==> config.mk <==
export PLATFORM = sky130hd
export DESIGN_NAME = exu_regfile
export DESIGN_NICKNAME = d
export VERILOG_FILES = /design/src/exu_regfile.sv
export VERILOG_INCLUDE_DIRS = /design/src /design/src/src
export SDC_FILE = /design/constraint.sdc
export NUM_CORES = 2
export LEC_CHECK = 0
export ABC_AREA = 0
export BUFFER_PORTS_ARGS = -buffer_cell sky130_fd_sc_hd__buf_2
export CAP_MARGIN = 25
export CELL_PAD_IN_SITES_DETAIL_PLACEMENT = 1
export CELL_PAD_IN_SITES_GLOBAL_PLACEMENT = 2
export CORE_ASPECT_RATIO = 0.5
export CORE_MARGIN = 2
export CORE_UTILIZATION = 51
export DETAILED_ROUTE_END_ITERATION = 10
export PLACE_DENSITY_LB_ADDON = 0.15
export RECOVER_POWER = 25
export SYNTH_ARGS = -nofsm -noshare
export SYNTH_HDL_FRONTEND = slang
export SYNTH_SLANG_ARGS = --single-unit
==> constraint.sdc <==
create_clock -name clk -period 6.3 [get_ports clk]
set_input_delay 1.26 -clock clk [delete_from_list [all_inputs] [get_ports clk]]
set_output_delay 1.26 -clock clk [all_outputs]
set_load 0.01 [all_outputs]
==> src/exu_defs.svh <==
`default_nettype none

`ifndef EXU_DEFS_SVH
`define EXU_DEFS_SVH

// data path and address width
`define EXU_XLEN 64

// architectural integer registers
`define EXU_NREGS 32

// bits needed to index one register
`define EXU_REG_AW 5

// bytes per memory word
`define EXU_LANES 8

// sequential pc increment, every instruction is 32 bits
`define EXU_PC_STEP 4

`endif

`default_nettype wire

==> src/exu_regfile.sv <==
`timescale 1ns/1ns
`include "exu_defs.svh"
`default_nettype none

module exu_regfile (
    input  logic                   clk,
    input  logic                   rst_n,
    input  logic [`EXU_REG_AW-1:0] rs1,
    input  logic [`EXU_REG_AW-1:0] rs2,
    input  logic [`EXU_REG_AW-1:0] rd,
    input  logic                   wen,
    input  logic [`EXU_XLEN-1:0]   wdata,
    output logic [`EXU_XLEN-1:0]   src1,
    output logic [`EXU_XLEN-1:0]   src2
);

    // x0 slot is cleared on reset and never written
    logic [`EXU_XLEN-1:0] regs [`EXU_NREGS-1:0];

    always_ff @(posedge clk or negedge rst_n) begin
        if (!rst_n) begin
            for (int i = 0; i < `EXU_NREGS; i++) begin
                regs[i] <= '0;
            end
        end else if (wen && rd != '0) begin
            // writes to x0 are dropped here
            regs[rd] <= wdata;
        end
    end

    // combinational read, same-cycle write not forwarded
    assign src1 = regs[rs1];
    assign src2 = regs[rs2];

    // x0 stays zero no matter what was written before
    a_x0_reads_zero: assert property (
        @(posedge clk) disable iff (!rst_n)
        (rs1 == '0) |-> (src1 == '0)
    ) else $error("x0 read back nonzero");

endmodule

`default_nettype wire

# == Word-level counts from Yosys, hierarchy flattened ==
# Index checks and enable logic that the tools add are counted.
# totals
output_inout_bits,128
word_cells,46
ff_bits,2048
# op_classes
mux,7
n_lt_le_gt_ge,4
n_reduce_logical,3
# ops
cell,count
$bwmux W2048,1
$bmux W64 S5,2
$demux W64 S5,1
$mux W64,3
$lt A5 B6 Y1 const B,3
$ge A5 B1 Y1 const B,1
$reduce_bool A5 Y1,1
$logic_and A1 B1 Y1,2

# == Logic depth before layout (Yosys ltp) ==
# logic_depth
word_depth,5
mapped_depth,9
ltp_nobuf,4

# == Worst setup path after synthesis ==
# Ideal clock, no wire load.
# synth_timing
path_type,in2out
start,in rs1[0]
end,out src1[57]
arrival_time_ps,2841
path_buffers,4
t_required_ps,5040
slack_ps,2199
path_stages,7
path_cell_list,buf_2 buf_2 buf_4 buf_2 mux4_2 a22oi_1 nand3_1
# synth_via
elab_chain_len,2
# synth_rtl
element,line,text
start: declaration,exu_regfile.sv:8,"input logic [`EXU_REG_AW-1:0] rs1,"
$bmux W64 S5,exu_regfile.sv:32,assign src1 = regs[rs1];
$mux W64 (implied by the code),exu_regfile.sv:32,
end: declaration,exu_regfile.sv:13,"output logic [`EXU_XLEN-1:0] src1,"
# No other way between the ends. The select of a mux whose other input is x is not followed.

# == Worst setup path in the final report ==
# layout_timing
start,in rs1[4]
end,out src1[45]
# Same word-level chain as after synthesis.

==> impl_metrics.py <==
metrics = {
    "power_and_ir_drop": {
        "pwr-share-clk": 0.328,
        "p_seq_frac": 0.469,
        "swShare": 0.283,
        "total_power_w": 0.0377,
        "max-vdd-ir-drop_mv": 0.200,
        "power.internal_w": 0.0270,
        "power_density_mw_per_mm2": 323,
        "p_sw_w": 0.0106,
        "combPwrFrac": 0.203,
        "p_leak_nw": 50.5,
    },
    "logic_synthesis": {
        "syn_area_per_cell_um2": 15.4,
        "ys_seq_area_frac": 0.486,
        "yosysWarnings": 0,
        "syn-num-nets": 6920,
        "synthCells": 6838,
        "synth.distinct_cells": 38,
        "synth_seq_cells": 2048,
        "syn_area_mm2": 0.105,
    },
    "global_route": {
        "antenna_found_initial": 53,
        "grt_overflow": 0,
        "grt_pass1_wl_mm": 562,
        "first_global_vias": 75113,
        "gr-usage-all-layers": 0.373,
        "grt_max_degree": 160,
    },
    "outcome": {
        "violations": "capacitance limit, slew limit",
        "status": "finished with violations",
    },
    "clock_network": {
        "clkLatencyLatePin_ns": 0.85,
        "cts_sinks": 2048,
        "post_cts_resized": 0,
        "post_cts_buffers": 0,
        "cts_tree": "yes",
        "clkTransAtPathRegs_ns": 0.06,
        "cts-root-buf": "clkbuf_16",
        "ctsLongestPathBuffers": 4,
        "cts_max_level": 4,
        "cts_buffers": 197,
        "holdBufCountCts": 0,
    },
    "timing": {
        "finalCritPeriodShare": 0.928,
        "finalMaxSlewViolations": 219,
        "slew_headroom": -1.58,
        "tns_ns": 0,
        "fmaxAchievable_mhz": 171,
        "hold_viol": 0,
        "period_needed_ns": 5.84,
        "holdWs_ns": 0.400,
        "rsz0062_at_grt": "no",
        "setup_violations": 0,
        "tightestPinTransition_ns": 3.87,
        "skew_ns": 0,
    },
    "setup_path": {
        "worstRegToRegCells": 1,
        "crit_arrival_ns": 4.58,
        "crit_slowest_cell": "nand2_2",
        "start_kind": "input port",
        "path_max_fanout": 19,
        "path_class": "in2out",
        "cpPeakStageDelay_ns": 0.78,
        "r2r-end": "regs[572]",
        "crit_start": "rs1[4]",
        "regToRegStartpoint": "regs[572]",
        "cp.required_ns": 5.04,
        "crit_chain": "buf_2, nor2b_1, nand2_2, buf_4, o22ai_1, nor4_1, buf_4, buf_2",
        "critPathCapture": "src1[45]",
        "end_kind": "output port",
        "reg2reg_slack_ns": 5.47,
    },
    "floorplanning": {
        "start_util": 0.516,
        "dieArea_mm2": 0.211,
        "core_region_area_mm2": 0.204,
        "std_cell_rows": 117,
        "die_w_um": 647,
        "ios": 210,
        "die-height_um": 325,
    },
    "final_layout": {
        "regMostFlops": "regs",
        "syn2layout_area_growth_pct": 10.6,
        "fillCellCount": 18480,
        "layout.cells.non_filler": 9652,
        "largest_reg_flops": 2048,
        "layout-drive-gt1-share": 0.550,
        "top_regs": "regs x2048",
        "layout.nets": 6824,
        "fin_util": 0.570,
    },
    "hold_path": {
        "hp-class": "reg2reg",
    },
    "place": {
        "hpwl_mm": 236,
        "globalplace.congestion": 0.872,
        "io_buffers": 209,
        "dpl.cell_count": 9278,
    },
    "detailed_routing": {
        "viasPerCell": 7.26,
        "drtIter0Drc": 7344,
        "drt-total-wl_mm": 392,
        "wire_per_inst_um": 40.6,
        "num_vias": 70058,
        "dr.pass1.iters": 6,
        "route.detailed.drc": 0,
        "antenna_left": 0,
    },
    "run": {
        "drv_cap": 4,
    },
}
cell families (layout without fill, tap and decap cells):
group | after synthesis | count (layout) | synth area share
simple gates | 332 | 332 | 0.0176
flops | 2048 | 2048 | 0.486
other cells | 0 | 28 | 0
mux | 3100 | 3100 | 0.429
compound gates | 556 | 556 | 0.0355
buf+inv | 802 | 851 | 0.0320
cells in the mapped netlist, drive strengths merged:
cell type,count,share of area
and2,6,0.00036
nor2,38,0.0015
nor4,91,0.0054
or3,6,0.00036
a21oi,5,0.00024
a2111oi,1,0.000083
a211oi,1,0.000071
nor2b,26,0.0015
nand2b,11,0.00065
nand3,68,0.0032
mux4,932,0.20
mux2,1984,0.21
a221oi,6,0.00050
and3b,2,0.00017
dfrtp,2048,0.49
buf,306,0.014
nor3b,3,0.00026
a22oi,126,0.0090
a22o,29,0.0024
clkbuf,496,0.018
nand4b,3,0.00025
and3,3,0.00018
or2,7,0.00042
o22ai,382,0.023
nor3,11,0.00052
nand3b,4,0.00028
nand2,32,0.0011
or3b,5,0.00042
o221ai,2,0.00017
a32oi,2,0.00017
mux2i,184,0.017
o22a,2,0.00017
nand4,16,0.00095
critical path: cells and delay by family:
family	cells	cell delay (ns)
buffers and inverters	4	1.37
AO/OA/AOI/OAI	1	0.20
AND/OR/NAND/NOR	3	1.70
per-layer routing:
metal	global-route usage	part of all wire	vias up
met4	0.168	0.047	16
met5	0	0.00023	-
met3	0.0799	0.084	908
met2	0.575	0.46	3550
met1	0.514	0.41	39048
li1	-	-	26536
power groups by stage:
| stage | clock network [W] | logic (W) | registers, W |
|---|---|---|---|
| 4_1_cts | 0.0125 | 0.00768 | 0.0176 |
| 3_5_place_dp | 0 | 0.00763 | 0.0178 |
| 6_report | 0.0123 | 0.00767 | 0.0177 |
| 2_1_floorplan | 0 | 0.00562 | 0.0170 |
| 3_3_place_gp | 0 | 0.00730 | 0.0174 |
| 5_1_grt | 0.0130 | 0.00812 | 0.0179 |
cell usage in the layout (no fill, tap or decap), types with 14 or more instances in the layout:
cell	n
dfrtp_1	2048
mux2_2	1984
mux4_2	932
o22ai_1	382
buf_2	204
clkbuf_16	199
buf_4	193
mux2i_1	184
a22oi_1	126
nor4_1	86
buf_12	75
nand3_1	64
clkbuf_1	54
clkbuf_8	48
clkinv_2	36
a22o_1	29
diode_2	28
nor2_1	22
nor2b_1	20
nand4_1	16
nand2_4	15
nand2_1	14
bufinv_16	14
area by class of cell:
| cell class | count | area [um2] | share of cell area |
|---|---|---|---|
| timing repair buffer | 507 | 4260 | 0.0365 |
| clock inverter | 58 | 666 | 0.00571 |
| tap | 2737 | 3420 | 0.0294 |
| antenna | 28 | 70.1 | 0.000601 |
| multi-input combinational | 3988 | 51100 | 0.439 |
| sequential | 2048 | 51200 | 0.440 |
| clock buffer | 286 | 5770 | 0.0495 |
worst min path at each step:
stage / start / endpoint / slack, ns / cells after the start
2_1_floorplan: regs[0] / regs[0] / 0.44 / 1
3_3_place_gp: regs[51] / regs[51] / 0.38 / 0
3_5_place_dp: regs[56] / regs[56] / 0.38 / 0
4_1_cts: regs[56] / regs[56] / 0.40 / 0
5_1_grt: regs[17] / regs[17] / 0.41 / 0
6_report: regs[15] / regs[15] / 0.40 / 0
metrics by stage:
| step | cell area, um2 | setup WS, ns |
|---|---|---|
| floorplan | 105000 | 2.20 |
| global placement | 110000 | 0.416 |
| detailed placement | 110000 | 0.544 |
| CTS | 117000 | 0.559 |
| global route | 117000 | 0.262 |
| finish | 117000 | 0.457 |
Note: power is estimated with default switching activity, not from simulation.
