--- config.mk ---
export PLATFORM = sky130hd
export DESIGN_NAME = exu_op_decode
export DESIGN_NICKNAME = d
export VERILOG_FILES = /design/src/exu_mem_pkg.sv /design/src/exu_isa_pkg.sv /design/src/exu_op_decode.sv
export VERILOG_INCLUDE_DIRS = /design/src /design/src/src
export SDC_FILE = /design/constraint.sdc
export NUM_CORES = 1
export LEC_CHECK = 0
export BUFFER_PORTS_ARGS = -buffer_cell sky130_fd_sc_hd__buf_2
export CAP_MARGIN = 15
export CORE_AREA = 4 4 41 43
export DETAILED_ROUTE_END_ITERATION = 7
export DIE_AREA = 0 0 45 47
export PLACE_DENSITY_LB_ADDON = 0.12
export SYNTH_ARGS = -nofsm -noshare
export SYNTH_HDL_FRONTEND = slang
export SYNTH_SLANG_ARGS = --single-unit
--- constraint.sdc ---
create_clock -name vclk -period 1.57
set_clock_uncertainty 0.1 [all_clocks]
set_input_delay 0.2355 -clock vclk [all_inputs]
set_output_delay 0.2355 -clock vclk [all_outputs]
set_load 0.05 [all_outputs]
--- src/exu_defs.svh ---
`default_nettype none

`ifndef EXU_DEFS_SVH
`define EXU_DEFS_SVH

// data path and address width
`define EXU_XLEN 64

// architectural integer registers
`define EXU_NREGS 32

// bits needed to index one register
`define EXU_REG_AW 5

// bytes per memory word
`define EXU_LANES 8

// sequential pc increment, every instruction is 32 bits
`define EXU_PC_STEP 4

`endif

`default_nettype wire

--- src/exu_mem_pkg.sv ---
`include "exu_defs.svh"
`default_nettype none

package exu_mem_pkg;

    // access size, bytes = 1 << size
    typedef enum logic [1:0] {SZ_B, SZ_H, SZ_W, SZ_D} size_e;

    // one memory word seen as byte lanes or as half lanes
    // lane 0 is the lowest address
    typedef union packed {
        logic [`EXU_LANES-1:0][7:0]     b;
        logic [`EXU_LANES/2-1:0][15:0]  h;
    } mem_word_u;

    // memory port strobes
    // zero address and zero mask when the op does not touch memory
    typedef struct packed {
        logic [`EXU_XLEN-1:0]  raddr;
        logic [`EXU_XLEN-1:0]  waddr;
        logic [`EXU_XLEN-1:0]  wdata;
        logic [`EXU_LANES-1:0] wmask;
    } mem_req_t;

endpackage

`default_nettype wire

--- src/exu_isa_pkg.sv ---
`include "exu_defs.svh"
`default_nettype none

package exu_isa_pkg;

    // kept base integer operations, NOP is all zero
    typedef enum logic [5:0] {
        OP_NOP,
        OP_ADD, OP_SUB, OP_SLL, OP_SLT, OP_SLTU,
        OP_XOR, OP_SRL, OP_SRA, OP_OR, OP_AND,
        OP_ADDI, OP_SLTI, OP_SLTIU, OP_XORI, OP_ORI, OP_ANDI,
        OP_SLLI, OP_SRLI, OP_SRAI,
        OP_LUI, OP_AUIPC, OP_JAL, OP_JALR,
        OP_BEQ, OP_BNE, OP_BLT, OP_BGE, OP_BLTU, OP_BGEU,
        OP_LB, OP_LH, OP_LW, OP_LD, OP_LBU, OP_LHU, OP_LWU,
        OP_SB, OP_SH, OP_SW, OP_SD
    } op_e;

    typedef enum logic [3:0] {
        ALU_ADD, ALU_SUB, ALU_SLL, ALU_SRL, ALU_SRA,
        ALU_SLT, ALU_SLTU, ALU_XOR, ALU_OR, ALU_AND
    } alu_mode_e;

    // operand a source
    typedef enum logic [1:0] {OPA_RS1, OPA_PC, OPA_ZERO} opa_sel_e;

    // operand b source
    typedef enum logic {OPB_RS2, OPB_IMM} opb_sel_e;

    // link writes pc plus step
    typedef enum logic [1:0] {WB_ALU, WB_LOAD, WB_LINK} wb_sel_e;

    typedef enum logic [3:0] {
        BR_NONE, BR_EQ, BR_NE, BR_LT, BR_GE, BR_LTU, BR_GEU, BR_JAL, BR_JALR
    } br_cond_e;

    // one decoded instruction as handed over from decode
    typedef struct packed {
        op_e                   op;
        logic [`EXU_REG_AW-1:0] rd;
        logic [`EXU_REG_AW-1:0] rs1;
        logic [`EXU_REG_AW-1:0] rs2;
        logic [`EXU_XLEN-1:0]   imm;
        logic [`EXU_XLEN-1:0]   pc;
    } issue_t;

    // per-op control bundle, shared by every unit of the stage
    typedef struct packed {
        alu_mode_e          alu_mode;
        opa_sel_e           opa_sel;
        opb_sel_e           opb_sel;
        wb_sel_e            wb_sel;
        logic               reg_wen;
        logic               mem_read;
        logic               mem_write;
        exu_mem_pkg::size_e size;
        logic               load_signed;
        br_cond_e           br_cond;
    } ctrl_t;

endpackage

`default_nettype wire

--- src/exu_op_decode.sv ---
`timescale 1ns/1ns
`include "exu_defs.svh"
`default_nettype none

module exu_op_decode (
    input  exu_isa_pkg::op_e    op,
    output exu_isa_pkg::ctrl_t  ctrl
);
    import exu_isa_pkg::*;
    import exu_mem_pkg::*;

    // everything off, also what unknown codes get
    localparam ctrl_t CTRL_IDLE = '{
        alu_mode:    ALU_ADD,
        opa_sel:     OPA_ZERO,
        opb_sel:     OPB_RS2,
        wb_sel:      WB_ALU,
        reg_wen:     1'b0,
        mem_read:    1'b0,
        mem_write:   1'b0,
        size:        SZ_D,
        load_signed: 1'b0,
        br_cond:     BR_NONE
    };

    // row builders, one per instruction class
    function automatic ctrl_t alu_row(alu_mode_e mode, opa_sel_e opa, opb_sel_e opb);
        ctrl_t c;
        c = CTRL_IDLE;
        c.alu_mode = mode;
        c.opa_sel  = opa;
        c.opb_sel  = opb;
        c.reg_wen  = 1'b1;
        return c;
    endfunction

    // alu forms the target, rd gets the link
    function automatic ctrl_t jump_row(opa_sel_e opa, br_cond_e cond);
        ctrl_t c;
        c = alu_row(ALU_ADD, opa, OPB_IMM);
        c.wb_sel  = WB_LINK;
        c.br_cond = cond;
        return c;
    endfunction

    // branch target and compare both live in next pc
    function automatic ctrl_t branch_row(br_cond_e cond);
        ctrl_t c;
        c = CTRL_IDLE;
        c.br_cond = cond;
        return c;
    endfunction

    // address is rs1 plus imm
    function automatic ctrl_t load_row(size_e sz, logic sgn);
        ctrl_t c;
        c = alu_row(ALU_ADD, OPA_RS1, OPB_IMM);
        c.wb_sel      = WB_LOAD;
        c.mem_read    = 1'b1;
        c.size        = sz;
        c.load_signed = sgn;
        return c;
    endfunction

    function automatic ctrl_t store_row(size_e sz);
        ctrl_t c;
        c = alu_row(ALU_ADD, OPA_RS1, OPB_IMM);
        c.reg_wen   = 1'b0;
        c.mem_write = 1'b1;
        c.size      = sz;
        return c;
    endfunction

    always_comb begin
        case (op)
            OP_ADD:   ctrl = alu_row(ALU_ADD,  OPA_RS1,  OPB_RS2);
            OP_SUB:   ctrl = alu_row(ALU_SUB,  OPA_RS1,  OPB_RS2);
            OP_SLL:   ctrl = alu_row(ALU_SLL,  OPA_RS1,  OPB_RS2);
            OP_SLT:   ctrl = alu_row(ALU_SLT,  OPA_RS1,  OPB_RS2);
            OP_SLTU:  ctrl = alu_row(ALU_SLTU, OPA_RS1,  OPB_RS2);
            OP_XOR:   ctrl = alu_row(ALU_XOR,  OPA_RS1,  OPB_RS2);
            OP_SRL:   ctrl = alu_row(ALU_SRL,  OPA_RS1,  OPB_RS2);
            OP_SRA:   ctrl = alu_row(ALU_SRA,  OPA_RS1,  OPB_RS2);
            OP_OR:    ctrl = alu_row(ALU_OR,   OPA_RS1,  OPB_RS2);
            OP_AND:   ctrl = alu_row(ALU_AND,  OPA_RS1,  OPB_RS2);
            OP_ADDI:  ctrl = alu_row(ALU_ADD,  OPA_RS1,  OPB_IMM);
            OP_SLTI:  ctrl = alu_row(ALU_SLT,  OPA_RS1,  OPB_IMM);
            OP_SLTIU: ctrl = alu_row(ALU_SLTU, OPA_RS1,  OPB_IMM);
            OP_XORI:  ctrl = alu_row(ALU_XOR,  OPA_RS1,  OPB_IMM);
            OP_ORI:   ctrl = alu_row(ALU_OR,   OPA_RS1,  OPB_IMM);
            OP_ANDI:  ctrl = alu_row(ALU_AND,  OPA_RS1,  OPB_IMM);
            OP_SLLI:  ctrl = alu_row(ALU_SLL,  OPA_RS1,  OPB_IMM);
            OP_SRLI:  ctrl = alu_row(ALU_SRL,  OPA_RS1,  OPB_IMM);
            OP_SRAI:  ctrl = alu_row(ALU_SRA,  OPA_RS1,  OPB_IMM);
            // lui is zero plus the upper immediate
            OP_LUI:   ctrl = alu_row(ALU_ADD,  OPA_ZERO, OPB_IMM);
            OP_AUIPC: ctrl = alu_row(ALU_ADD,  OPA_PC,   OPB_IMM);
            OP_JAL:   ctrl = jump_row(OPA_PC,  BR_JAL);
            OP_JALR:  ctrl = jump_row(OPA_RS1, BR_JALR);
            OP_BEQ:   ctrl = branch_row(BR_EQ);
            OP_BNE:   ctrl = branch_row(BR_NE);
            OP_BLT:   ctrl = branch_row(BR_LT);
            OP_BGE:   ctrl = branch_row(BR_GE);
            OP_BLTU:  ctrl = branch_row(BR_LTU);
            OP_BGEU:  ctrl = branch_row(BR_GEU);
            OP_LB:    ctrl = load_row(SZ_B, 1'b1);
            OP_LH:    ctrl = load_row(SZ_H, 1'b1);
            OP_LW:    ctrl = load_row(SZ_W, 1'b1);
            OP_LD:    ctrl = load_row(SZ_D, 1'b1);
            OP_LBU:   ctrl = load_row(SZ_B, 1'b0);
            OP_LHU:   ctrl = load_row(SZ_H, 1'b0);
            OP_LWU:   ctrl = load_row(SZ_W, 1'b0);
            OP_SB:    ctrl = store_row(SZ_B);
            OP_SH:    ctrl = store_row(SZ_H);
            OP_SW:    ctrl = store_row(SZ_W);
            OP_SD:    ctrl = store_row(SZ_D);
            default:  ctrl = CTRL_IDLE;
        endcase
    end

endmodule

`default_nettype wire

==> metrics.md, run 1 <==
| Metric | Value |
|---|---|
| Number of hold buffers added after CTS | `0` |
| I/O Buffers | `25` |
| CTS resizes | `64` |
| Avg Inst Size Synth | `6.498 µm²` |
| Largest family of logic cells by synthesized area | `compound AO/OA/AOI/OAI gates` |
| Post-synthesis mux area share | `3.727%` |
| Post-synthesis xor/xnor area fraction | `0%` |
| Exit stage | `clock tree synthesis (4_1_cts)` |
| Rows | `13` |
| Detail Placement HPWL | `1.813 mm` |
| Post-synthesis sequential area ratio | `0%` |
| Post-Synth Simple-Gate Area | `31.88%` |
| Die Y-Extent | `47 µm` |
| Synth Net Count | `106` |
| Post-Place Cells | `157` |
| Adder-Cell Fraction of Synth Area | `14.49%` |
| Post-synthesis cell count | `93` |
| Initial Utilization | `46.44%` |
| Placer Congestion | `0.8359` |
| Synth Cell Area | `604.3 µm²` |
| Warnings from Yosys | `0` |
| Post-synth cell types | `35` |
| Err | `[ERROR DPL-0038] Utilization greater than 100%, impossible to legalize` |
| Pre-CTS setup slack | `-0.3513 ns` |
| Die Span X | `45 µm` |
| Synth Area in Compound Gates | `35.20%` |
| Outcome | `aborted with a tool error` |
| Top Ports | `25` |
| Postcts setup bufs | `3` |
synthesized netlist by cell type, types with 2 or more instances:
library cell,count,area [µm²]
nor2_1,14,52.55
buf_2,5,25.02
ha_1,7,87.58
a21oi_1,9,45.04
a211oi_1,2,15.01
inv_1,5,18.77
nand2_1,7,26.28
nor2b_2,2,17.52
nor4_1,2,12.51
nor3_1,2,10.01
nand3_1,2,10.01
mux2_2,2,22.52
a22oi_1,4,30.03
buf_6,3,33.78
nand2b_1,2,12.51
a311oi_1,2,17.52
o21ai_0,4,20.02
a21o_1,2,15.01
through the flow:
step           instance area, µm²  TNS [ns]
3_5_place_dp                 1147    -3.897
2_1_floorplan               810.8   -0.8635
3_3_place_gp                 1147    -2.917
kinds of logic after synthesis:
| logic type | after synthesis |
|---|---|
| AO/OA/AOI/OAI | 32 |
| AND/OR/NAND/NOR | 37 |
| adder cells (fa/ha/maj) | 7 |
| buffers and inverters | 15 |
| multiplexers | 2 |
==> run 2, diff against run 1 <==
--- a/config.mk
+++ b/config.mk
@@ -8,10 +8,10 @@
 export LEC_CHECK = 0
 export BUFFER_PORTS_ARGS = -buffer_cell sky130_fd_sc_hd__buf_2
 export CAP_MARGIN = 15
-export CORE_AREA = 4 4 41 43
+export CORE_AREA = 4 4 65 67
 export DETAILED_ROUTE_END_ITERATION = 7
-export DIE_AREA = 0 0 45 47
-export PLACE_DENSITY_LB_ADDON = 0.12
+export DIE_AREA = 0 0 69 71
+export PLACE_DENSITY_LB_ADDON = 0.15
 export SYNTH_ARGS = -nofsm -noshare
 export SYNTH_HDL_FRONTEND = slang
 export SYNTH_SLANG_ARGS = --single-unit
==> run 2 against run 1 <==
  * The flow now finishes, with violations (negative setup slack)
  * Synthesized area stayed put
  * Synthesized cell count stayed put
==> metrics.md, run 2 <==
| Metric | Value |
|---|---|
| Warnings from Yosys | `0 (unchanged)` |
| Worst setup SP type | `input pin` |
| Period utilization | `109.7%` |
| Ranking of synthesized cells by area | `ha_1, nor2_1, a21oi_1, buf_6, a22oi_1` |
| Antenna Cells | `0` |
| CP arrival | `1.39 ns` |
| Worst relative slew slack | `83.01%` |
| Final setup violation count | `12` |
| Overall power consumption | `0.0005293 W` |
| Synth Net Count | `106 (unchanged)` |
| Fmax | `580.7 MHz` |
| Initial detailed-routing violation count | `22` |
| Post-synth cell types | `35 (unchanged)` |
| Setup Crit Path Kind | `in -> out` |
| Outcome | `finished with violations` |
| Failing checks | `negative setup slack` |
| DRT Pass-1 Iters | `2` |
| Post-synthesis sequential area ratio | `0% (unchanged)` |
| Routed via count | `903` |
| First-pass GRT wire length | `4.381 mm` |
| Fin util | `46.73%` |
| Clock share of power | `0%` |
| Avg Inst Size Synth | `6.498 µm² (unchanged)` |
| Peak supply drop | `0.1446 mV` |
| Initial Utilization | `16.63% (-30 points)` |
| Routed len/inst | `12.26 µm` |
| LEAKAGE | `0.6913 nW` |
| Max-slew violations | `0` |
| Count leader, synth | `nor2_1` |
| Pwr per Cell Area | `311.7 mW/mm²` |
| Area Overhead vs Synth | `181.0%` |
| RSZ-0062 raised after global routing | `true` |
| Internal Power | `0.0002471 W` |
| Rows | `22 (+9)` |
| DRC viols | `0` |
| Synth Cell Area | `604.3 µm² (unchanged)` |
| Worst hold path class | `in -> out` |
| I/O Buffers | `25 (unchanged)` |
| Die footprint | `0.004899 mm²` |
| Pre-CTS setup slack | `-0.2962 ns (+0.05502 ns)` |
| Net Sw Frac | `53.31%` |
| Crit end category | `primary output` |
| Switching power | `0.0002822 W` |
| Die Y-Extent | `71 µm (+51%)` |
| Synth top area share | `14.49% (unchanged)` |
| Final hold vios | `0` |
| Post-synthesis xor/xnor area fraction | `0% (unchanged)` |
| Post-synthesis cell count | `93 (unchanged)` |
| Adder-Cell Fraction of Synth Area | `14.49% (unchanged)` |
| Register Area | `0 µm²` |
| Total core area | `0.003633 mm²` |
| Data required time of the worst path | `1.23 ns` |
| Flop pwr share | `0%` |
| Clock buffers | `0` |
| Sequential cell count | `0` |
| Post-Synth Simple-Gate Area | `31.88% (unchanged)` |
| Crit Path Max Fanout | `4` |
| Placer Congestion | `0.7715 (-7.7%)` |
| Detail Placement HPWL | `2.037 mm (+12%)` |
| Routed Wire Length | `2.551 mm` |
| Fin crit period | `1.722 ns` |
| Post-Route Setup TNS | `-0.7784 ns` |
| Post-synthesis mux area share | `3.727% (unchanged)` |
| Synth Area in Compound Gates | `35.20% (unchanged)` |
| Die Span X | `69 µm (+53%)` |
| Final #Nets | `175` |
| Max Cap Violations | `0` |
| Dominant cell type by area after synthesis | `ha_1` |
| GRT Total Usage | `10.28%` |
| Top Ports | `25 (unchanged)` |
| Worst Slack Setup Final | `-0.1522 ns` |
| Vias per cell | `4.341` |
| Largest family of logic cells by synthesized area | `compound AO/OA/AOI/OAI gates` |
| Commonest non-fill, non-tap cell in the layout | `buf_4` |
| Number of global-route vias before repair | `928` |
| Layout cells sized above 1 | `83.13%` |
| Grt total ovfl | `0` |
| Detail Route Antenna Nets | `0` |
| Combinational share of power | `100.0%` |
| Initial antenna violation count | `0` |
| Worst Max-Slew Pin Slew | `0.2538 ns` |
| Commonest non-fill, non-tap cells in the layout | `buf_4, buf_6, nor2_1` |
| Commonest cells post-synth | `nor2_1, a21oi_1, ha_1, nand2_1` |
| Largest net degree at the start of global routing | `14` |
## run 2: cell counts after synthesis
Identical to the previous run, type by type.
## run 2: per-layer routing
metal  global-route usage [%]  up-vias  routed length (µm)
met5                        0        -                   0
met4                        0        0                   0
met3                   0.5682        0                  91
met2                    19.17       18                1282
met1                    13.80      412                1177
li1                         -      473                   -
## run 2: cell type report
type	instances	area [µm²]
fillers	364	1936
multi-input cells	78	882.1
repair buffers	76	723.2
well taps	48	60.06
inverters	6	32.53
## run 2: power groups by stage
stage / Combinational, W / Clock (W) / Sequential [W]
2_1_floorplan: 0.000267 / 0 / 0
3_3_place_gp: 0.000397 / 0 / 0
3_5_place_dp: 0.000398 / 0 / 0
4_1_cts: 0.000498 / 0 / 0
5_1_grt: 0.000564 / 0 / 0
6_report: 0.000529 / 0 / 0
## run 2: what timing repair did
| action | 4_1_cts | 5_1_grt |
|---|---|---|
| buffers inserted | 4 | 7 |
| hold buffers | 0 | 0 |
| pin swaps | 16 | 8 |
| endpoints found under the setup margin | 19 | 19 |
| resized for setup | 82 | 17 |
## run 2: worst max-delay path: stages
cell and delay (ns):
buf_8 0.09, clkinvlp_4 0.13, ha_4 0.34, a22oi_2 0.06, mux2_4 0.29, nor2_4 0.08, buf_6 0.16
## run 2: path summary, 6_finish.rpt
check	start	to	depth (start not counted)
worst min-delay path	op[5]	ctrl[18]	4
worst max-delay path	op[1]	ctrl[18]	7
## run 2: logic make-up (layout without fill, tap and decap cells)
family                     Yosys count  after routing
muxes                                2              2
buffers and inverters               15             82
adders and majority gates            7              7
and+or+nand+nor                     37             37
AOI/OAI and AO/OA                   32             32
## run 2: metrics by stage
stage                     hold slack, ns  instances  cell area, µm²
after floorplan                   0.5331         93           810.8
final                             0.7900        208            1698
after detailed placement          0.8931        197            1229
after global placement            0.8873        197            1229
after CTS                         0.7943        201            1564
after global routing              0.8032        208            1698
No activity file was read; power rests on OpenSTA's default activity.
==> run 3, diff against run 2 <==
--- a/config.mk
+++ b/config.mk
@@ -12,6 +12,7 @@
 export DETAILED_ROUTE_END_ITERATION = 7
 export DIE_AREA = 0 0 69 71
 export PLACE_DENSITY_LB_ADDON = 0.15
+export RECOVER_POWER = 25
 export SYNTH_ARGS = -nofsm -noshare
 export SYNTH_HDL_FRONTEND = slang
 export SYNTH_SLANG_ARGS = --single-unit
==> run 3 against run 2 <==
  * The flow still finishes with violations (negative setup slack)
  * Sequential cell count unchanged
  * Global-route usage stayed put
  * Critical path depth unchanged
  * Highest routed layer unchanged
  * Cell count unchanged
  * First-iteration DRC count rose by 23%
==> metrics.md, run 3 (same netlist as run 2, synthesis figures left out) <==
| Metric | Value |
|---|---|
| CP arrival | `1.39 ns (about the same)` |
| Setup Crit Path Kind | `in -> out` |
| Number of global-route vias before repair | `928 (unchanged)` |
| Vias per cell | `4.356 (+0.33%)` |
| LEAKAGE | `0.6882 nW (-0.46%)` |
| Dpl cell area | `0.001229 mm² (unchanged)` |
| First-pass GRT wire length | `4.381 mm (unchanged)` |
| Routed via count | `906 (+0.33%)` |
| Data required time of the worst path | `1.23 ns (about the same)` |
| Fillers | `367 (+0.82%)` |
| Failing checks | `negative setup slack` |
| Pwr per Cell Area | `312.4 mW/mm² (+0.23%)` |
| Rows | `22 (unchanged)` |
| Overall power consumption | `0.0005250 W (-0.80%)` |
| Worst Max-Slew Pin Slew | `0.3252 ns (+0.07141 ns)` |
| Crit Path Max Fanout | `4 (unchanged)` |
| DRC viols | `0 (unchanged)` |
| Design area | `0.001680 mm² (-1.0%)` |
| Initial Utilization | `16.63% (unchanged)` |
| Placer Congestion | `0.7715 (unchanged)` |
| Sequential cell count | `0 (unchanged)` |
| Max-slew violations | `0 (unchanged)` |
| DRT Pass-1 Iters | `2 (unchanged)` |
| Outcome | `finished with violations` |
| Peak supply drop | `0.1446 mV (about the same)` |
| Slowest stage cell, crit path | `ha_4` |
| Commonest non-fill, non-tap cell in the layout | `buf_4` |
| Die Span X | `69 µm (unchanged)` |
| Initial detailed-routing violation count | `27 (+23%)` |
| I/O Buffers | `25 (unchanged)` |
| Clock buffers | `0 (unchanged)` |
| Register Area | `0 µm² (unchanged)` |
| Period utilization | `109.7% (unchanged)` |
| Routed len/inst | `12.32 µm (+0.43%)` |
| Crit-path leading delay family | `buffers and inverters` |
| Worst hold path class | `in -> out` |
| RSZ-0062 raised after global routing | `true` |
| Layout cells sized above 1 | `82.50% (-0.63 points)` |
| GRT Total Usage | `10.28% (unchanged)` |
| Detail Route Antenna Nets | `0 (unchanged)` |
| Crit path buffers/inverters | `3 (unchanged)` |
| Worst setup SP type | `input pin` |
| Largest net degree at the start of global routing | `14 (unchanged)` |
| Grt total ovfl | `0 (unchanged)` |
| Final #Nets | `175 (unchanged)` |
| Worst relative slew slack | `78.18% (-4.8 points)` |
| Die Y-Extent | `71 µm (unchanged)` |
| Final hold vios | `0 (unchanged)` |
| Cell Chain, Critical Path | `buf_8 -> clkinvlp_4 -> ha_4 -> a22oi_2 -> mux2_4 -> nor2_4 -> buf_6` |
| Area Overhead vs Synth | `178.1%` |
| Final setup violation count | `13 (+1)` |
| Min-delay src | `op[5]` |
| Initial antenna violation count | `0 (unchanged)` |
| Routed Wire Length | `2.562 mm (+0.43%)` |
| CP max stage delay | `0.34 ns (about the same)` |
| Fmax | `580.7 MHz (unchanged)` |
| Fin crit period | `1.722 ns (unchanged)` |
| Detail Placement HPWL | `2.037 mm (unchanged)` |
| Top Ports | `25 (unchanged)` |
| Total core area | `0.003633 mm² (unchanged)` |
| Die footprint | `0.004899 mm² (unchanged)` |
| Antenna Cells | `0 (unchanged)` |
| Crit end category | `primary output` |
| Hold depth | `4 (unchanged)` |
| Worst Slack Setup Final | `-0.1522 ns (unchanged)` |
| Commonest non-fill, non-tap cells in the layout | `buf_4, buf_6, nor2_1` |
| WHS Endpoint | `ctrl[18]` |
| Max Cap Violations | `0 (unchanged)` |
| Fin util | `46.25% (-0.48 points)` |
run 3: cell types whose count changed in the layout (fill, tap and decap cells not counted):
| cell | previous run | this run |
|---|---|---|
| a311oi_4 | 2 | 1 |
| a311oi_1 | 0 | 1 |
run 3: layout make-up:
type	instances	area [µm²]	share of cell area, %
inverter	6	32.53	1.936
multi-input combinational	78	864.6	51.45
tap	48	60.06	3.574
timing repair buffer	76	723.2	43.04
run 3: timing repair:
| action | in CTS | in global routing |
|---|---|---|
| gates cloned | 0 | 0 |
| pin swaps | 16 | 8 |
| hold endpoints to repair | 0 | 0 |
| hold buffers | 0 | 0 |
| setup endpoints to repair | 19 | 19 |
| buffers inserted | 4 | 7 |
| resized for setup | 82 | 17 |
run 3: worst max path at each step:
stage | endpoint | slack, ns | cells after the start | start
detailed placement | ctrl[6] | -0.30 | 7 | op[0]
global placement | ctrl[18] | -0.28 | 7 | op[0]
global route | ctrl[14] | -0.22 | 8 | op[0]
finish | ctrl[18] | -0.15 | 7 | op[1]
floorplan | ctrl[11] | -0.28 | 3 | op[3]
CTS | ctrl[18] | -0.14 | 7 | op[0]
run 3: stage by stage:
stage / hold WS, ns / TNS [ns] / setup WS, ns / cells
after floorplan: 0.5331 / -0.8635 / -0.2767 / 93
after global placement: 0.8873 / -3.395 / -0.2842 / 197
after detailed placement: 0.8931 / -3.660 / -0.2962 / 197
after CTS: 0.7943 / -0.7867 / -0.1418 / 201
after global routing: 0.8032 / -1.665 / -0.2189 / 208
final: 0.7900 / -0.8187 / -0.1522 / 208
run 3: routing by layer:
layer,routed length (µm),global-route usage [%],part of all wire [%]
met2,1281,19.17,50
met1,1188,13.80,46
met3,91,0.5682,3.6
met4,0,0,0
met5,0,0,0
run 3: power breakdown:
group | leakage (nW) | internal [W] | switching (W) | total, W
Sequential | 0 | 0 | 0 | 0
Combinational | 0.688 | 0.000246 | 0.000279 | 0.000525
Clock | 0 | 0 | 0 | 0
Total | 0.688 | 0.000246 | 0.000279 | 0.000525
==> run 4, diff against run 3 <==
--- a/config.mk
+++ b/config.mk
@@ -6,11 +6,12 @@
 export SDC_FILE = /design/constraint.sdc
 export NUM_CORES = 1
 export LEC_CHECK = 0
-export BUFFER_PORTS_ARGS = -buffer_cell sky130_fd_sc_hd__buf_2
+export ABC_AREA = 1
 export CAP_MARGIN = 15
 export CORE_AREA = 4 4 65 67
 export DETAILED_ROUTE_END_ITERATION = 7
 export DIE_AREA = 0 0 69 71
+export DONT_BUFFER_PORTS = 1
 export PLACE_DENSITY_LB_ADDON = 0.15
 export RECOVER_POWER = 25
 export SYNTH_ARGS = -nofsm -noshare
==> run 4 against run 3 <==
  * The flow now finishes without violations
  * Synthesized area is 0.21% higher
  * First-iteration DRC count is 7.4% higher
  * Count of clock-buffer cells in the layout stayed put
  * Via count is 17% lower
  * Highest routed layer unchanged
==> metrics.md, run 4 <==
| Metric | Value |
|---|---|
| Outcome | `complete, no violations` |
| Detail Route Antenna Nets | `0 (unchanged)` |
| Design area | `0.001042 mm² (-38%)` |
| Synth Cell Area | `605.6 µm² (+0.21%)` |
| Rows | `22 (unchanged)` |
| Largest net degree at the start of global routing | `16 (+2)` |
| Max Cap Violations | `0 (unchanged)` |
| Sequential cell count | `0 (unchanged)` |
| Worst setup SP type | `input pin` |
| Worst Slack Setup Final | `0.01982 ns (+0.1720 ns)` |
| Final Instance Count excl. Fillers | `180 (-13%)` |
| Crit. Startpoint | `op[1]` |
| Fin crit period | `1.550 ns (-0.1720 ns)` |
| Min-delay src | `op[5]` |
| Clock buffers | `0 (unchanged)` |
| Pre-CTS setup slack | `-0.009254 ns (+0.2870 ns)` |
| Cell Chain, Critical Path | `clkinvlp_4 -> ha_4 -> buf_4 -> nor2_2 -> nor2_1 -> a21oi_2 -> buf_12` |
| Synth Net Count | `125 (+18%)` |
| Detail Placement HPWL | `1.601 mm (-21%)` |
| Commonest non-fill, non-tap cells in the layout | `nand2_1, buf_12, nor2_1, buf_4, nand3_1` |
| Setup Crit Path Kind | `in -> out` |
| Die Span X | `69 µm (unchanged)` |
| Initial antenna violation count | `0 (unchanged)` |
| Commonest non-fill, non-tap cell in the layout | `nand2_1` |
| Dpl cell area | `954.7 µm² (-22%)` |
| Initial detailed-routing violation count | `29 (+7.4%)` |
| Die footprint | `0.004899 mm² (unchanged)` |
| Max-slew violations | `0 (unchanged)` |
| Routed len/inst | `11.10 µm (-9.9%)` |
| Grt total ovfl | `0 (unchanged)` |
| Die Y-Extent | `71 µm (unchanged)` |
| Top Ports | `25 (unchanged)` |
| Area Overhead vs Synth | `72.11%` |
| Data required time of the worst path | `1.23 ns (about the same)` |
| GRT Total Usage | `8.253% (-2.0 points)` |
| CP max stage delay | `0.28 ns (-0.06 ns)` |
| Period utilization | `98.74% (-11 points)` |
| Pwr per Cell Area | `326.8 mW/mm² (+4.6%)` |
| Worst relative slew slack | `80.06% (+1.9 points)` |
| Post-synthesis sequential area ratio | `0% (unchanged)` |
| Register Area | `0 µm² (unchanged)` |
| Final hold vios | `0 (unchanged)` |
| Initial Utilization | `16.67% (+0.034 points)` |
| Final #Nets | `147 (-16%)` |
| Routed via count | `749 (-17%)` |
| DRC viols | `0 (unchanged)` |
| Crit end category | `primary output` |
| Number of hold buffers added after CTS | `0 (unchanged)` |
| Hold depth | `4 (unchanged)` |
| Layout cells sized above 1 | `50.00% (-32 points)` |
| Ranking of synthesized cells by area | `nand2_1, ha_1, nor2_1, o21ai_1, buf_6` |
| First-pass GRT wire length | `3.532 mm (-19%)` |
| Crit Path Max Fanout | `7 (+3)` |
| Synth top area share | `20.45% (+6.0 points)` |
| Routed Wire Length | `1.998 mm (-22%)` |
| Final setup violation count | `0 (-13)` |
| Slowest stage cell, crit path | `ha_4` |
| Vias per cell | `4.161 (-4.5%)` |
| Warnings from Yosys | `0 (unchanged)` |
| DRT Pass-1 Iters | `4 (+2)` |
| Hold WS | `0.6464 ns (-0.1436 ns)` |
| Total core area | `0.003633 mm² (unchanged)` |
| Dominant cell type by area after synthesis | `nand2_1` |
| Post-synth cell types | `20 (-43%)` |
| Avg Inst Size Synth | `5.407 µm² (-17%)` |
| Fmax | `645.1 MHz (+11%)` |
| Commonest cells post-synth | `nand2_1, nor2_1, o21ai_1` |
| Fillers | `422 (+15%)` |
| Peak supply drop | `0.09090 mV (-37%)` |
| CP arrival | `1.21 ns (-0.18 ns)` |
| Worst hold path class | `in -> out` |
| Number of global-route vias before repair | `728 (-22%)` |
| Antenna Cells | `0 (unchanged)` |
| Worst Max-Slew Pin Slew | `0.2988 ns (-0.02637 ns)` |
| RSZ-0062 raised after global routing | `true` |
| Post-Route Setup TNS | `0 ns (+0.8187 ns)` |
| Post-synthesis cell count | `112 (+20%)` |
| Placer Congestion | `0.8272 (+7.2%)` |
| I/O Buffers | `0 (-100%)` |
| LEAKAGE | `0.4864 nW (-29%)` |
| WHS Endpoint | `ctrl[16]` |
| Post-Place Cells | `176 (-11%)` |
| Crit-path leading delay family | `buffers and inverters` |
| Count leader, synth | `nand2_1` |
| Crit path buffers/inverters | `3 (unchanged)` |
-- run 4: cell types whose count changed in the layout (fill, tap and decap cells not counted), moves of 6 or more --
cell / delta
nand3_1: +8
buf_12: +10
nand2_1: +25
buf_4: -32
o21ai_1: +7
inv_2: +6
buf_6: -25
-- run 4: what timing repair did --
| action | 4_1_cts | 5_1_grt |
|---|---|---|
| resized for setup | 5 | 12 |
| setup endpoints to repair | 2 | 7 |
| setup buffers | 3 | 1 |
| pin swaps | 1 | 6 |
| cloned | 0 | 0 |
| endpoints found under the hold margin | 0 | 0 |
-- run 4: metrics by stage --
stage          total power [W]  util [%]
2_1_floorplan        0.0002170         -
3_3_place_gp         0.0003168     26.27
3_5_place_dp         0.0003159     26.27
4_1_cts              0.0003304     27.69
5_1_grt              0.0003641     28.68
6_report             0.0003406     28.68
-- run 4: tightest hold or removal path, delay by kind of cell --
kind,cells,cell delay [ns]
AOI/OAI and AO/OA,1,0.02
buffers and inverters,1,0.14
and+or+nand+nor,2,0.12
-- run 4: layer usage --
metal | vias up | GRT usage (%) | share of wire (%) | wire length (µm)
met5 | - | 0 | 0 | 0
met4 | 0 | 0 | 0 | 0
met3 | 0 | 1.420 | 6.3 | 126
met2 | 19 | 14.09 | 48 | 959
met1 | 335 | 11.53 | 46 | 912
li1 | 395 | - | - | -
-- run 4: power breakdown --
part	leakage, nW	internal, W	switching (W)
Clock	0	0	0
Combinational	0.486	0.000141	0.000200
Sequential	0	0	0
Total	0.486	0.000141	0.000200
-- run 4: cell type report --
type                       count  area [µm²]  share of cell area [%]
inverter                      14       62.56                   6.002
multi-input combinational     92       575.6                   55.22
timing repair buffer          26       344.1                   33.01
tap                           48       60.06                   5.762
-- run 4: how the worst max path moves through the flow --
stage          endpoint  depth (start not counted)
2_1_floorplan  ctrl[16]                          6
3_3_place_gp    ctrl[6]                          7
3_5_place_dp    ctrl[6]                          7
4_1_cts        ctrl[16]                          7
5_1_grt         ctrl[6]                          7
6_report        ctrl[6]                          7
-- run 4: cell families (layout without fill, tap and decap cells) --
| kind of cell | count (synthesis) | after routing | synth area share, % |
|---|---|---|---|
| AND/OR/NAND/NOR | 67 | 67 | 49.80 |
| adder cells (fa/ha/maj) | 7 | 7 | 14.46 |
| AO/OA/AOI/OAI | 18 | 18 | 16.74 |
| buffers and inverters | 20 | 40 | 19.01 |
